### src/logic/hs_pkg.sv
`default_nettype none

package hs_pkg;

    // input link receiver
    typedef enum logic [1:0] {
        RX_IDLE       = 2'd0,
        RX_UPDATE     = 2'd1,
        RX_WAIT_ROUND = 2'd2,
        RX_ACK        = 2'd3
    } rx_state_e;

    // output link sender, one pass per lane
    typedef enum logic [1:0] {
        TX_IDLE    = 2'd0,
        TX_REQ     = 2'd1,
        TX_RELEASE = 2'd2,
        TX_NEXT    = 2'd3
    } tx_state_e;

endpackage

`default_nettype wire

### src/logic/loop_cfg_pkg.sv
`default_nettype none

package loop_cfg_pkg;

    // ****************************************
    // loop sizes
    // ****************************************
    localparam int LANES  = 4;
    localparam int CODE_W = 7;
    localparam int STEP_W = 6;

    // mid-range start point of the delay line
    localparam logic [CODE_W-1:0] CODE_INIT = 7'd64;

    // step magnitudes, coarse to fine
    localparam logic signed [STEP_W-1:0] STEP_BIN1 = 6'sd16;
    localparam logic signed [STEP_W-1:0] STEP_BIN2 = 6'sd8;
    localparam logic signed [STEP_W-1:0] STEP_BIN3 = 6'sd4;
    localparam logic signed [STEP_W-1:0] STEP_LIN  = 6'sd1;

    // samples spent settling after each step
    localparam int IDLE_LEN = 4;

    // ****************************************
    // lane step state
    // ****************************************
    typedef enum logic [3:0] {
        BIN_0  = 4'd0,
        BIN_1  = 4'd1,
        BIN_2  = 4'd2,
        BIN_3  = 4'd3,
        LIN    = 4'd4,
        IDLE_0 = 4'd5,
        IDLE_1 = 4'd6,
        IDLE_2 = 4'd7,
        IDLE_3 = 4'd8
    } step_state_e;

endpackage

`default_nettype wire

### src/logic/code_bus_if.sv
`timescale 1ns/1ps
`default_nettype none

interface code_bus_if import loop_cfg_pkg::*; ();

    // ****************************************
    // one slot per lane
    // ****************************************
    logic [CODE_W-1:0] codes    [LANES];
    logic              settling [LANES];

    // each lane writes only its own slot
    modport lane (output codes, output settling);

    modport collect (input codes, input settling);

endinterface

`default_nettype wire

### src/logic/sample_bus_if.sv
`timescale 1ns/1ps
`default_nettype none

interface sample_bus_if import loop_cfg_pkg::*; ();

    // one pulse per accepted sample word
    logic             update;
    // phase detector decisions, one per lane
    logic [LANES-1:0] up_bits;
    // all lanes delivered on the output link
    logic             round_done;

    modport dispatch (output update, output up_bits, input round_done);

    modport lane (input update, input up_bits);

    modport collect (input update, output round_done);

endinterface

`default_nettype wire

### src/logic/code_collect.sv
`timescale 1ns/1ps
`default_nettype none

module code_collect import loop_cfg_pkg::*, hs_pkg::*; (
    input  logic              phi1,
    input  logic              reset_lin_s1,
    sample_bus_if.collect     sbus,
    code_bus_if.collect       cbus,
    output logic [CODE_W-1:0] code_out_s1,
    output logic [1:0]        lane_out_s1,
    output logic              settle_out_s1,
    output logic              out_req_s1,
    input  logic              out_ack_s1
);

    logic      ack_meta;
    logic      ack_sync;
    tx_state_e state_q;
    tx_state_e state_d;
    logic [1:0] lane_q;
    logic      last_lane;

    assign last_lane = (lane_q == 2'(LANES - 1));

    // two-flop synchronizer on the acknowledge
    always_ff @(posedge phi1)
    begin
        if (reset_lin_s1)
        begin
            ack_meta <= 1'b0;
            ack_sync <= 1'b0;
        end
        else
        begin
            ack_meta <= out_ack_s1;
            ack_sync <= ack_meta;
        end
    end

    // ****************************************
    // lane walk
    // ****************************************
    always_comb
    begin
        state_d = state_q;
        case (state_q)
            TX_IDLE:    if (sbus.update) state_d = TX_REQ;
            TX_REQ:     state_d = TX_RELEASE;
            TX_RELEASE: if (ack_sync) state_d = TX_NEXT;
            TX_NEXT:    if (!ack_sync) state_d = last_lane ? TX_IDLE : TX_REQ;
            default:    state_d = TX_IDLE;
        endcase
    end

    always_ff @(posedge phi1)
    begin
        if (reset_lin_s1)
        begin
            state_q    <= TX_IDLE;
            lane_q     <= '0;
            out_req_s1 <= 1'b0;
        end
        else
        begin
            state_q <= state_d;
            if ((state_q == TX_IDLE) && sbus.update)
                lane_q <= '0;
            if (state_q == TX_REQ)
                out_req_s1 <= 1'b1;
            if ((state_q == TX_RELEASE) && ack_sync)
                out_req_s1 <= 1'b0;
            if ((state_q == TX_NEXT) && !ack_sync && !last_lane)
                lane_q <= lane_q + 2'd1;
        end
    end

    // data loads with the rise of the request
    always_ff @(posedge phi1)
    begin
        if (state_q == TX_REQ)
        begin
            code_out_s1   <= cbus.codes[lane_q];
            settle_out_s1 <= cbus.settling[lane_q];
        end
    end

    assign lane_out_s1 = lane_q;

    assign sbus.round_done = (state_q == TX_NEXT) && !ack_sync && last_lane;

endmodule

`default_nettype wire

### src/logic/delay_lane.sv
`timescale 1ns/1ps
`default_nettype none

module delay_lane import loop_cfg_pkg::*; #(
    parameter int lane_idx = 0
) (
    input  logic       phi1,
    input  logic       reset_lin_s1,
    sample_bus_if.lane sbus,
    code_bus_if.lane   cbus
);

    logic signed [STEP_W-1:0]   step;
    logic                       settling;
    logic signed [CODE_W+1:0]   sum;
    logic        [CODE_W-1:0]   code_d;
    logic        [CODE_W-1:0]   code_q;
    logic                       settle_q;

    step_fsm u_fsm (
        .phi1         (phi1),
        .reset_lin_s1 (reset_lin_s1),
        .advance      (sbus.update),
        .up           (sbus.up_bits[lane_idx]),
        .step         (step),
        .settling     (settling)
    );

    // two guard bits catch under- and overflow
    always_comb
    begin
        sum = $signed({2'b00, code_q}) + step;
        if (sum[CODE_W+1])
            code_d = '0;
        else if (sum[CODE_W])
            code_d = '1;
        else
            code_d = sum[CODE_W-1:0];
    end

    // settle flag belongs to the state that ran this round
    always_ff @(posedge phi1)
    begin
        if (reset_lin_s1)
        begin
            code_q   <= CODE_INIT;
            settle_q <= 1'b0;
        end
        else if (sbus.update)
        begin
            code_q   <= code_d;
            settle_q <= settling;
        end
    end

    assign cbus.codes[lane_idx]    = code_q;
    assign cbus.settling[lane_idx] = settle_q;

endmodule

`default_nettype wire

### src/logic/dll_track_top.sv
`timescale 1ns/1ps
`default_nettype none

module dll_track_top import loop_cfg_pkg::*; (
    input  logic              phi1,
    input  logic              reset_lin_s1,
    input  logic              in_req_s1,
    input  logic [LANES-1:0]  up_in_s1,
    output logic              in_ack_s1,
    output logic [CODE_W-1:0] code_out_s1,
    output logic [1:0]        lane_out_s1,
    output logic              settle_out_s1,
    output logic              out_req_s1,
    input  logic              out_ack_s1
);

    sample_bus_if sbus ();
    code_bus_if   cbus ();

    sample_dispatch u_dispatch (
        .phi1         (phi1),
        .reset_lin_s1 (reset_lin_s1),
        .in_req_s1    (in_req_s1),
        .up_in_s1     (up_in_s1),
        .in_ack_s1    (in_ack_s1),
        .bus          (sbus)
    );

    // one tracking lane per phase detector output
    generate
        for (genvar i = 0; i < LANES; i++)
        begin : g_lane
            delay_lane #(
                .lane_idx (i)
            ) u_lane (
                .phi1         (phi1),
                .reset_lin_s1 (reset_lin_s1),
                .sbus         (sbus),
                .cbus         (cbus)
            );
        end
    endgenerate

    code_collect u_collect (
        .phi1          (phi1),
        .reset_lin_s1  (reset_lin_s1),
        .sbus          (sbus),
        .cbus          (cbus),
        .code_out_s1   (code_out_s1),
        .lane_out_s1   (lane_out_s1),
        .settle_out_s1 (settle_out_s1),
        .out_req_s1    (out_req_s1),
        .out_ack_s1    (out_ack_s1)
    );

endmodule

`default_nettype wire

### src/logic/sample_dispatch.sv
`timescale 1ns/1ps
`default_nettype none

module sample_dispatch import loop_cfg_pkg::*, hs_pkg::*; (
    input  logic             phi1,
    input  logic             reset_lin_s1,
    input  logic             in_req_s1,
    input  logic [LANES-1:0] up_in_s1,
    output logic             in_ack_s1,
    sample_bus_if.dispatch   bus
);

    logic      req_meta;
    logic      req_sync;
    rx_state_e state_q;
    rx_state_e state_d;

    // two-flop synchronizer on the request
    always_ff @(posedge phi1)
    begin
        if (reset_lin_s1)
        begin
            req_meta <= 1'b0;
            req_sync <= 1'b0;
        end
        else
        begin
            req_meta <= in_req_s1;
            req_sync <= req_meta;
        end
    end

    always_comb
    begin
        state_d = state_q;
        case (state_q)
            RX_IDLE:
                if (req_sync)
                    state_d = RX_UPDATE;
            RX_UPDATE:
                state_d = RX_WAIT_ROUND;
            RX_WAIT_ROUND:
                if (bus.round_done)
                    state_d = RX_ACK;
            // return to zero once the request has dropped
            RX_ACK:
                if (!req_sync)
                    state_d = RX_IDLE;
            default:
                state_d = RX_IDLE;
        endcase
    end

    always_ff @(posedge phi1)
    begin
        if (reset_lin_s1)
            state_q <= RX_IDLE;
        else
            state_q <= state_d;
    end

    // sample word is stable while the request is high
    always_ff @(posedge phi1)
    begin
        if ((state_q == RX_IDLE) && req_sync)
            bus.up_bits <= up_in_s1;
    end

    assign bus.update = (state_q == RX_UPDATE);

    // drops as soon as the synced request does
    assign in_ack_s1 = (state_q == RX_ACK) && req_sync;

endmodule

`default_nettype wire

### src/logic/step_fsm.sv
`timescale 1ns/1ps
`default_nettype none

module step_fsm import loop_cfg_pkg::*; (
    input  logic                     phi1,
    input  logic                     reset_lin_s1,
    input  logic                     advance,
    input  logic                     up,
    output logic signed [STEP_W-1:0] step,
    output logic                     settling
);

    // last settling state before the pending step
    localparam step_state_e IDLE_LAST = step_state_e'(IDLE_0 + IDLE_LEN - 1);

    step_state_e state_q;
    step_state_e state_d;
    step_state_e pend_q;
    step_state_e pend_d;

    // ****************************************
    // next state
    // ****************************************
    always_comb
    begin
        state_d = state_q;
        pend_d  = pend_q;
        case (state_q)
            // start state, zero step needs no settling
            BIN_0:
                state_d = BIN_1;
            BIN_1:
            begin
                state_d = IDLE_0;
                pend_d  = BIN_2;
            end
            BIN_2:
            begin
                state_d = IDLE_0;
                pend_d  = BIN_3;
            end
            BIN_3:
            begin
                state_d = IDLE_0;
                pend_d  = LIN;
            end
            LIN:
            begin
                state_d = IDLE_0;
                pend_d  = LIN;
            end
            IDLE_0, IDLE_1, IDLE_2, IDLE_3:
            begin
                if (state_q == IDLE_LAST)
                    state_d = pend_q;
                else
                    state_d = step_state_e'(state_q + 4'd1);
            end
            default:
                state_d = LIN;
        endcase
    end

    always_ff @(posedge phi1)
    begin
        if (reset_lin_s1)
        begin
            state_q <= BIN_0;
            pend_q  <= BIN_1;
        end
        else if (advance)
        begin
            state_q <= state_d;
            pend_q  <= pend_d;
        end
    end

    // output decoder, sign taken from up
    always_comb
    begin
        step     = '0;
        settling = 1'b0;
        case (state_q)
            BIN_1:  step = up ? STEP_BIN1 : -STEP_BIN1;
            BIN_2:  step = up ? STEP_BIN2 : -STEP_BIN2;
            BIN_3:  step = up ? STEP_BIN3 : -STEP_BIN3;
            LIN:    step = up ? STEP_LIN  : -STEP_LIN;
            IDLE_0, IDLE_1, IDLE_2, IDLE_3:
                settling = 1'b1;
            default:
                step = '0;
        endcase
    end

endmodule

`default_nettype wire

### config.mk
export PLATFORM = sky130hd
export DESIGN_NAME = dll_track_top
export DESIGN_NICKNAME = d
export VERILOG_FILES = /design/src/logic/hs_pkg.sv /design/src/logic/loop_cfg_pkg.sv /design/src/logic/code_bus_if.sv /design/src/logic/sample_bus_if.sv /design/src/logic/code_collect.sv /design/src/logic/delay_lane.sv /design/src/logic/dll_track_top.sv /design/src/logic/sample_dispatch.sv /design/src/logic/step_fsm.sv
export SDC_FILE = /design/constraint.sdc
export NUM_CORES = 1
export LEC_CHECK = 0
export BUFFER_PORTS_ARGS = -buffer_cell sky130_fd_sc_hd__buf_2
export CAP_MARGIN = 25
export CORE_MARGIN = 5
export CORE_UTILIZATION = 35
export CTS_CLUSTER_DIAMETER = 50
export DETAILED_ROUTE_END_ITERATION = 10
export GPL_TIMING_DRIVEN = 0
export PLACE_DENSITY = 0.56
export RECOVER_POWER = 25
export SETUP_SLACK_MARGIN = 0.4
export SLEW_MARGIN = 5
export SYNTH_ARGS = -nofsm -noshare
export SYNTH_HDL_FRONTEND = slang
export SYNTH_SLANG_ARGS = --single-unit
### constraint.sdc
create_clock -name phi1 -period 5.4 [get_ports phi1]
set_input_delay 0.27 -clock phi1 [delete_from_list [all_inputs] [get_ports phi1]]
set_output_delay 0.27 -clock phi1 [all_outputs]
set_load 0.1 [all_outputs]
**Yosys cells after proc, flatten, opt, wreduce, memory -nomap -nowiden**

Index checks and enable logic that the tools add are counted.

- Output and inout port bits: 12
- Word-level logic and storage cells: 183
- Bits in registers: 87

- Bitwise logic cells: 1
- Reduce and logical (&&, ||, !) cells: 39
- Add/subtract/negate cells: 9
- Equal/unequal tests: 45
- $lt $le $gt $ge: 1
- Multiplexer cells: 61

Operators with widths:

| cell | number |
|---|---|
| 6-bit 2-to-1 mux | 16 |
| 4-bit one-hot mux with 3 select lines | 8 |
| 6-bit one-hot mux with 4 select lines | 4 |
| 7-bit 2-to-1 mux | 10 |
| 4-bit by 3-bit == test with 1-bit output, second input constant | 16 |
| 8-bit by 6-bit adder with 9-bit output | 4 |
| 4-bit by 2-bit == test with 1-bit output, second input constant | 8 |
| 4-bit OR reduction | 8 |
| 4-bit by 1-bit adder with 4-bit output, second input constant | 4 |
| 4-bit by 1-bit == test with 1-bit output, second input constant | 4 |
| 4-bit == test, second input constant | 4 |
| 4-bit logical NOT | 4 |
| 2-bit 2-to-1 mux | 8 |
| 4-bit 2-to-1 mux | 4 |
| 2-bit one-hot mux with 4 select lines | 2 |
| 7-bit binary-select mux with 2-bit select | 1 |
| 3-bit nonzero test | 4 |
| 2-bit == test, second input constant | 5 |
| 2-bit OR reduction | 5 |
| 2-bit AND reduction | 4 |
| 1-bit logical AND | 7 |
| 1-bit 2-to-1 mux | 7 |
| 2-bit by 1-bit inequality test with 1-bit output, second input constant | 3 |
| 2-bit inequality test, second input constant | 3 |
| 9 further kinds | 13 |

**Depth between registers and ports, before layout**

Gate-level depths: netlist of the first run.

- Depth in word-level cells: 5
- Depth in mapped cells: 13
- Mapped depth without buffers: 11

**Least setup slack after synthesis of the first run**

No wires, ideal clock.

- Path kind: reg-to-reg
- Start: reg g_lane[3].u_lane.u_fsm.state_q[0]
- End: reg g_lane[3].u_lane.code_q[2]
- Path buffers: 1
- Data required time: 5.268 ns
- Slack: 2.445 ns
- Stages on the path, launching flop included: 13
- Setup time: 0.132 ns
- Arrival: 2.823 ns
- Cells stage by stage: dfxtp_1 -> inv_1 -> ha_1 -> nor4_2 -> nor4_4 -> a21o_1 -> ha_1 -> or3_1 -> a221o_1 -> and3b_1 -> buf_6 -> o32ai_1 -> a21oi_1

- Cells in the longest elaborated chain, start to end: 5
- Elaborated cells between the ends (all ways): 8

RTL lines:

| what | RTL line | RTL |
|---|---|---|
| start: declaration | step_fsm.sv:16 | `step_state_e state_q;` |
| start signal: assignment | step_fsm.sv:73 | `state_q <= state_d;` |
| 4-bit by 3-bit == test with 1-bit output (tied with other cells) | step_fsm.sv:83 | `case (state_q)` |
| 6-bit one-hot mux with 4 select lines (*) | step_fsm.sv:83 |  |
| 8-bit by 6-bit adder with 9-bit output (*) | delay_lane.sv:32 | `sum = $signed({2'b00, code_q}) + step;` |
| 7-bit 2-to-1 mux | delay_lane.sv:35 | `else if (sum[CODE_W])` |
| 7-bit 2-to-1 mux (*) | delay_lane.sv:33 | `if (sum[CODE_W+1])` |
| end signal: assignment | delay_lane.sv:51 | `code_q <= code_d;` |
| end: declaration | delay_lane.sv:17 | `logic [CODE_W-1:0] code_q;` |

Every way passes the cells marked *; elsewhere a longest branch is shown, timed or not.
A chain may end at the register's enable or synchronous reset.

**Final worst setup path of the first run**

- Start: reg g_lane[2].u_lane.u_fsm.state_q[3]
- End: reg g_lane[2].u_lane.code_q[2]

- Cells in the longest elaborated chain, start to end: 5
- Elaborated cells between the ends (all ways): 8

RTL lines:

| what | RTL line |
|---|---|
| start: declaration | step_fsm.sv:16 |
| start signal: assignment | step_fsm.sv:73 |
| 4-bit by 3-bit == test with 1-bit output (tied with other cells) | step_fsm.sv:83 |
| 6-bit one-hot mux with 4 select lines (*) | step_fsm.sv:83 |
| 8-bit by 6-bit adder with 9-bit output (*) | delay_lane.sv:32 |
| 7-bit 2-to-1 mux | delay_lane.sv:35 |
| 7-bit 2-to-1 mux (*) | delay_lane.sv:33 |
| end signal: assignment | delay_lane.sv:51 |
| end: declaration | delay_lane.sv:17 |

Marked as above.

==> results of run 1 <==
## worst register-to-register path: cells and delay by family (launching register included)
kind	cells	cell delay (ps)
DFF	1	380
and+or+nand+nor	4	810
buffers and inverters	2	400
adders and majority gates	1	400
AOI/OAI and AO/OA	4	1360
## routing by layer
layer	global-route usage	part of all wire	up-vias	routed length (µm)
met5	0	0	-	0
met4	0.0510	0.017	0	261
met3	0.0278	0.034	20	535
met2	0.273	0.48	93	7510
met1	0.215	0.47	2404	7280
li1	-	-	2424	-
## how the worst max path moves through the flow
stage               slack [ps]                         end  depth (start not counted)                               from
CTS                       1920  g_lane[2].u_lane.code_q[2]                         11  g_lane[2].u_lane.u_fsm.state_q[3]
global route              1710  g_lane[2].u_lane.code_q[2]                         11  g_lane[2].u_lane.u_fsm.state_q[3]
detailed placement        1960  g_lane[2].u_lane.code_q[3]                         11  g_lane[2].u_lane.u_fsm.state_q[3]
finish                    1940  g_lane[2].u_lane.code_q[2]                         11  g_lane[2].u_lane.u_fsm.state_q[3]
global placement          2020  g_lane[2].u_lane.code_q[5]                         11  g_lane[2].u_lane.u_fsm.state_q[3]
floorplan                 2450  g_lane[3].u_lane.code_q[2]                         12  g_lane[3].u_lane.u_fsm.state_q[0]
## cell usage in the layout (no fill, tap or decap), types with 6 or more instances in the layout
| master | instances |
|---|---|
| a211oi_1 | 16 |
| a21o_1 | 22 |
| a21oi_1 | 60 |
| a221oi_1 | 8 |
| a311oi_1 | 8 |
| and2_1 | 8 |
| buf_2 | 19 |
| clkbuf_1 | 26 |
| clkbuf_16 | 10 |
| dfxtp_1 | 71 |
| edfxtp_1 | 12 |
| ha_1 | 59 |
| inv_1 | 28 |
| mux2i_1 | 8 |
| mux4_2 | 8 |
| nand2_1 | 47 |
| nand3b_1 | 6 |
| nor2_1 | 44 |
| nor2b_1 | 15 |
| nor3_1 | 13 |
| nor4_4 | 7 |
| o211ai_1 | 6 |
| o21ai_0 | 6 |
| o32ai_1 | 24 |
| or3_1 | 6 |
| xnor2_1 | 16 |
## stage by stage
stage	cell area, µm²	util	hold slack (ps)
after detailed placement	6220	0.378	428
after CTS	6530	0.396	90.1
final	6510	0.396	101
after global routing	6510	0.396	91.2
after global placement	6220	0.378	420
after floorplan	5850	-	369
## cell families after synthesis
family                   count (synthesis)  share of synthesized area
multiplexers                            17                     0.0464
flip-flops                              83                      0.304
XOR/XNOR                                20                     0.0299
adder cells (fa/ha/maj)                 63                      0.140
AO/OA/AOI/OAI                          199                      0.251
AND/OR/NAND/NOR                        178                      0.177
buffers and inverters                   68                     0.0520
## cell usage after synthesis, types with 4 or more instances
master    count  area share
nor3_1       13       0.011
a221o_1       4      0.0068
o32ai_1      24       0.036
buf_2        11      0.0094
buf_6         4      0.0077
xor2_1        4      0.0060
a221oi_1      8       0.012
clkbuf_1     16       0.010
nor2_1       44       0.028
o22ai_1       5      0.0053
mux4_2        8       0.031
xnor2_1      16       0.024
or2_2         4      0.0043
a21boi_2      4      0.0077
or3_1         6      0.0064
inv_1        28       0.018
o21ai_0       6      0.0051
and2_1        8      0.0086
a21o_2        4      0.0060
a31oi_1       4      0.0043
nor4_4        7       0.025
edfxtp_1     12       0.062
o21bai_1      5      0.0064
mux2i_1       8       0.014
a21o_1       22       0.028
nand4_1       5      0.0053
and3b_1       4      0.0060
fa_1          4       0.014
nand3b_1      6      0.0077
nand2_1      47       0.030
a311oi_1      8       0.012
o211ai_1      6      0.0077
and4_1        4      0.0060
a211oi_1     16       0.021
nor2b_1      15       0.016
and3_1        5      0.0053
ha_1         59        0.13
a21oi_1      60       0.051
buf_1         5      0.0032
dfxtp_1      71        0.24
## layout make-up
cell class / instances / share of cell area
clock inverters: 4 / 0.00461
clock buffers: 12 / 0.0427
well taps: 220 / 0.0423
repair buffers: 18 / 0.0119
flip-flops and latches: 83 / 0.274
inverters: 30 / 0.0173
multi-input cells: 477 / 0.578
plain buffers: 38 / 0.0294
## state kept, by name, indices dropped and copies added, names as in the netlist
register,count
g_lane.u_lane.u_fsm.pend_q,12
u_dispatch.bus.up_bits,4
u_collect.ack_sync,1
u_dispatch.req_meta,1
u_collect.out_req_s1,1
g_lane.u_lane.settle_q,4
u_collect.state_q,2
u_collect.code_out_s1,7
g_lane.u_lane.u_fsm.state_q,16
u_collect.settle_out_s1,1
u_collect.lane_out_s1,2
g_lane.u_lane.code_q,28
u_dispatch.req_sync,1
u_collect.ack_meta,1
u_dispatch.state_q,2
## power groups by stage
stage	Combinational (W)	Clock, W	Sequential (W)
after floorplan	0.00168	0	0.00111
after global placement	0.00223	0	0.00102
after detailed placement	0.00228	0	0.00103
after CTS	0.00230	0.000645	0.00102
after global routing	0.00254	0.000674	0.00104
final	0.00229	0.000634	0.00102
==> flow_metrics.py, run 1 <==
metrics = {
    "clocking": {
        "cts_tree": "yes",
        "cts_sinks": 83,
        "clkTransAtPathRegs_ps": 70,
        "cts_resized": 0,
        "cts_hold_buf": 0,
        "cts_htree_levels": 3,
        "numCtsBuffers": 9,
        "cts_setup_buffers": 0,
        "cts-root-buf": "clkbuf_16",
        "clk_latency_ps": 350,
        "cts_buffer_depth": 2,
    },
    "cells_and_area": {
        "multi_input_area_mm2": 0.00377,
        "diodes": 0,
        "layout.nets": 728,
        "area_delta_synth_final_pct": 11.3,
        "drive_gt1_frac": 0.127,
        "fillCellCount": 1673,
        "fin_cells": 882,
        "regArea_mm2": 0.00178,
    },
    "outcome": {
        "status": "finished, final reports clean",
    },
    "worst_hold_path": {
        "hp-start": "up_in_s1[2]",
        "holdPathStages": 1,
        "min_to": "u_dispatch.bus.up_bits[2]",
        "hold_class": "in2reg",
    },
    "sta": {
        "fin_setup_tns_ps": 0,
        "layout_worst_path_cycle_share": 0.641,
        "finalHoldViolations": 0,
        "fmax_mhz": 289,
        "tightest_slew_ps": 1180,
        "setup_ws_ps": 1940,
        "clock_skew_ps": 7.69,
        "drv_slew": 0,
        "rsz0062_at_grt": "false",
        "fin_crit_ps": 3460,
        "setup_viol": 0,
        "relSlewSlack": 0.215,
    },
    "die": {
        "die_h_um": 139,
        "start_util": 0.355,
        "die_area_mm2": 0.0194,
        "rows": 47,
        "core_mm2": 0.0165,
        "die_x_um": 139,
        "pin_count": 20,
    },
    "placed_design": {
        "port_buffers": 18,
        "place_hpwl_um": 11800,
        "place.gp.congestion": 0.890,
        "place_inst": 866,
        "pre_cts_slack_ps": 1960,
    },
    "pwr": {
        "power_switching_w": 0.00186,
        "vdd_drop_max_mv": 0.197,
        "comb_power_share": 0.581,
        "p_seq_frac": 0.258,
        "p_int_w": 0.00209,
        "sw_frac_of_total": 0.471,
        "leakage_nw": 2.71,
        "powerDensity_mw_per_mm2": 606,
        "pwr-share-clk": 0.161,
        "total_power_w": 0.00394,
    },
    "global_routing": {
        "antenna_found_initial": 0,
        "grt_overflow": 0,
        "grt_use_total": 0.163,
        "grt_max_degree": 15,
        "grt_pass1_wl_um": 25600,
        "grt_pass1_vias": 4877,
    },
    "setup_path": {
        "slowest_stage": "a2111oi_0",
        "critPathKind": "reg2reg",
        "critPathArrivalTime_ps": 3680,
        "r2r_slack_ps": 1940,
        "cp_num_buf_inv": 2,
        "cp_max_fo": 10,
        "crit_chain": "clkbuf_1 -> nor2_1 -> nand2_1 -> a2111oi_0 -> ha_1 -> and3_1 -> a221o_1 -> and3b_1 -> buf_6 -> o32ai_1 -> a21oi_1",
        "worstPathRequired_ps": 5620,
        "reg2regPathDepth": 11,
        "regToRegEndpoint": "g_lane[2].u_lane.code_q[2]",
        "r2r-start": "g_lane[2].u_lane.u_fsm.state_q[3]",
        "cp-start-kind": "flip-flop",
        "crit_family": "compound AO/OA/AOI/OAI gates",
        "end_kind": "flip-flop",
        "critPathMaxStageDelay_ps": 620,
    },
    "synthesis": {
        "synth_flop_cell": "dfxtp_1",
        "netlist_area_mm2": 0.00585,
        "avgSynthCellArea_um2": 9.32,
        "synth_warnings": 0,
        "synth_nets": 699,
        "ys_seq_elements": 83,
        "synth_edf_count": 12,
        "synth_cells": 628,
        "ys_seq_area_frac": 0.304,
        "synth_cell_type_count": 60,
        "async_reset_ff_frac": 0,
    },
    "detailed_routing": {
        "final_antenna_net_count": 0,
        "routed_wl_um": 15600,
        "vias_per_cell": 5.60,
        "wl_per_cell_um": 17.7,
        "drt_iter0_drc": 327,
        "drc": 0,
        "dr.pass1.iters": 5,
        "vias": 4941,
    },
    "run": {
        "maxCapViolations": 0,
    },
}
Note: power is estimated with default switching activity, not from simulation.
==> inputs of run 2 (changes only) <==
Settings changed: ABC_AREA set to 1.
Clock period 5.4 ns to 3.33 ns, I/O delays scaled along.
==> run 2 against run 1 <==
  * Sequential share of layout area down 1.4 points
  * Worst setup slack got worse by 1200 ps
  * Wire length is 0.61% higher
  * Die area rose by 4.5%
  * First-iteration DRC count is 13% higher
  * Clock-buffer cell count rose by 1
  * Global-route usage shrank 0.60 points
  * Clock power increased by 69%
  * Non-clock buffer count fell by 14
  * Core utilization is 0.23 points higher
  * Register-to-register slack worse by 1200 ps
  * Critical path type unchanged
==> flow_metrics.py, run 2 <==
metrics = {
    "cells_and_area": {
        "area_delta_synth_final_pct": 11.7,
        "reg.largest.list": "g_lane.u_lane.code_q (28), g_lane.u_lane.u_fsm.state_q (16), g_lane.u_lane.u_fsm.pend_q (12)",
        "largest_reg_flops": 28,
        "fillCellCount": 1840,
        "mostFrequentLayoutCell": "nand2_1",
        "regMostFlops": "g_lane.u_lane.code_q",
        "post-route-util": 0.398,
        "layout.nets": 996,
        "diodes": 0,
        "drive_gt1_frac": 0.0935,
        "final_cell_mix": "nand2_1 (232), inv_1 (112), a21oi_1 (72)",
    },
    "synthesis": {
        "synth_compound_area_frac": 0.149,
        "yosysMostFrequentCell": "nand2_1",
        "ys_seq_elements": 83,
        "synth_edf_count": 12,
        "synth_flop_cell": "dfxtp_1",
        "synth_fa_ha_area_frac": 0.133,
        "yosysTopAreaCell": "dfxtp_1",
        "synth_nets": 964,
        "yosys.area_share.simple": 0.319,
        "netlist_area_mm2": 0.00614,
        "async_reset_ff_frac": 0,
        "synth_warnings": 0,
        "synth-xor-area-share": 0.0200,
        "synth_top_family_by_area": "simple AND/OR/NAND/NOR gates",
        "synth.top_cells.by_area": "dfxtp_1 (23%), nand2_1 (14%), ha_1 (12%)",
        "synthMuxAreaShare": 0,
        "synth_cell_type_count": 41,
        "synth_cells": 893,
        "synth.top_cell.area_share": 0.232,
        "avgSynthCellArea_um2": 6.87,
        "ys_seq_area_frac": 0.290,
        "synthTopCellsByCount": "nand2_1 (233), inv_1 (112), a21oi_1 (72), dfxtp_1 (71), nor2_1 (66)",
    },
    "die": {
        "core_mm2": 0.0172,
        "die_x_um": 142,
        "start_util": 0.356,
        "rows": 48,
        "die_area_mm2": 0.0203,
        "pin_count": 20,
        "die_h_um": 142,
    },
    "clocking": {
        "cts_buffer_depth": 2,
        "cts-root-buf": "clkbuf_16",
        "cts_htree_levels": 3,
        "clkTransAtPathRegs_ps": 60,
        "clk_latency_ps": 340,
        "cts_sinks": 83,
        "numCtsBuffers": 9,
        "cts_tree": "yes",
    },
    "worst_hold_path": {
        "holdPathStages": 1,
        "hold_class": "in2reg",
    },
    "detailed_routing": {
        "dr.pass1.iters": 5,
        "routed_wl_um": 15700,
        "wl_per_cell_um": 13.6,
        "vias": 5650,
        "drc": 0,
        "drt_iter0_drc": 369,
        "vias_per_cell": 4.89,
        "final_antenna_net_count": 0,
    },
    "sta": {
        "setup_viol": 0,
        "drv_slew": 0,
        "tightest_slew_ps": 1170,
        "relSlewSlack": 0.221,
        "fmax_mhz": 380,
        "layout_worst_path_cycle_share": 0.791,
        "finalHoldViolations": 0,
        "rsz0062_at_grt": "false",
        "fin_crit_ps": 2630,
        "clock_skew_ps": 9.97,
        "fin_setup_tns_ps": 0,
    },
    "global_routing": {
        "antenna_found_initial": 0,
        "grt_use_total": 0.157,
        "grt_pass1_vias": 5170,
        "grt_max_degree": 14,
        "grt_pass1_wl_um": 25700,
        "grt_overflow": 0,
    },
    "pwr": {
        "vdd_drop_max_mv": 0.389,
        "leakage_nw": 3.24,
        "powerDensity_mw_per_mm2": 787,
    },
    "setup_path": {
        "cp_max_fo": 7,
        "worstPathRequired_ps": 3530,
        "cp-start-kind": "flip-flop",
        "critPathKind": "reg2reg",
        "critPathArrivalTime_ps": 2830,
        "end_kind": "flip-flop",
        "r2r_slack_ps": 700,
        "reg2regPathDepth": 16,
    },
    "run": {
        "maxCapViolations": 0,
    },
    "placed_design": {
        "place_hpwl_um": 12200,
        "place.gp.congestion": 0.841,
        "port_buffers": 18,
    },
    "outcome": {
        "status": "finished, final reports clean",
    },
}
-- run 2: cell count changes in the layout (fill, tap and decap cells not counted), moves of 22 or more --
cell,before,now
nand2_1,47,232
nor2_1,44,66
o21ai_0,6,54
inv_1,28,112
o32ai_1,24,0
nand3_1,0,65
-- run 2: metal layers --
layer,GRT usage,up-vias,part of all wire
li1,-,2983,-
met5,0,-,0
met1,0.224,2554,0.51
met4,0.0370,0,0.0098
met3,0.0245,11,0.036
met2,0.250,102,0.44
-- run 2: per-stage QoR --
stage | power, W | hold slack [ps] | setup WS, ps | instances | cell area, µm²
after CTS | 0.00543 | 1.60 | 694 | 1154 | 6850
after floorplan | 0.00369 | 265 | 1020 | 893 | 6140
after global routing | 0.00584 | 9.69 | 407 | 1155 | 6860
after global placement | 0.00434 | 344 | 704 | 1136 | 6510
final | 0.00539 | 17.6 | 695 | 1155 | 6860
after detailed placement | 0.00433 | 345 | 716 | 1136 | 6510
-- run 2: worst max-delay path, cell delays in order, from the launching register on --
cell	delay, ps
dfxtp_1	430
inv_1	90
ha_1	210
o21ai_1	170
nand3_2	160
nand2_4	130
o21ai_0	110
ha_1	410
nand2_1	130
inv_1	90
nand2_1	60
nor2_1	100
nor2_1	50
nand2_2	120
nand3_1	100
nand2_1	80
a21oi_1	60
-- run 2: what timing repair did --
| item | CTS | global route |
|---|---|---|
| setup endpoints to repair | 0 | 2 |
| gates resized for setup | 0 | 3 |
| hold endpoints to repair | 2 | 1 |
| hold buffers | 2 | 1 |
| setup buffers | 0 | 0 |
-- run 2: power by group --
| part | leakage, nW | internal [W] | switching, W |
|---|---|---|---|
| registers | 0.690 | 0.00127 | 0.000231 |
| logic | 2.39 | 0.000923 | 0.00190 |
| clock network | 0.157 | 0.000667 | 0.000403 |
-- run 2: cell families after synthesis --
logic type,after synthesis
buffers and inverters,140
AOI/OAI and AO/OA,166
xor gates and xnor gates,14
DFF,83
and+or+nand+nor,427
adders and majority gates,63
-- run 2: final cells by class --
cell class	count	area (µm²)	area share
plain buffers	21	95.1	0.0139
clock buffers	13	282	0.0411
clock inverters	3	42.5	0.00620
inverters	119	447	0.0651
multi-input cells	670	3820	0.557
flip-flops and latches	83	1780	0.260
well taps	225	282	0.0411
repair buffers	21	108	0.0157
-- run 2: path summary, 6_finish.rpt --
path | from | end
setup / recovery | g_lane[3].u_lane.u_fsm.state_q[1] | g_lane[3].u_lane.code_q[5]
setup reg to reg | g_lane[3].u_lane.u_fsm.state_q[1] | g_lane[3].u_lane.code_q[5]
hold / removal | up_in_s1[2] | u_dispatch.bus.up_bits[2]
hold reg to reg | u_dispatch.req_meta | u_dispatch.req_sync
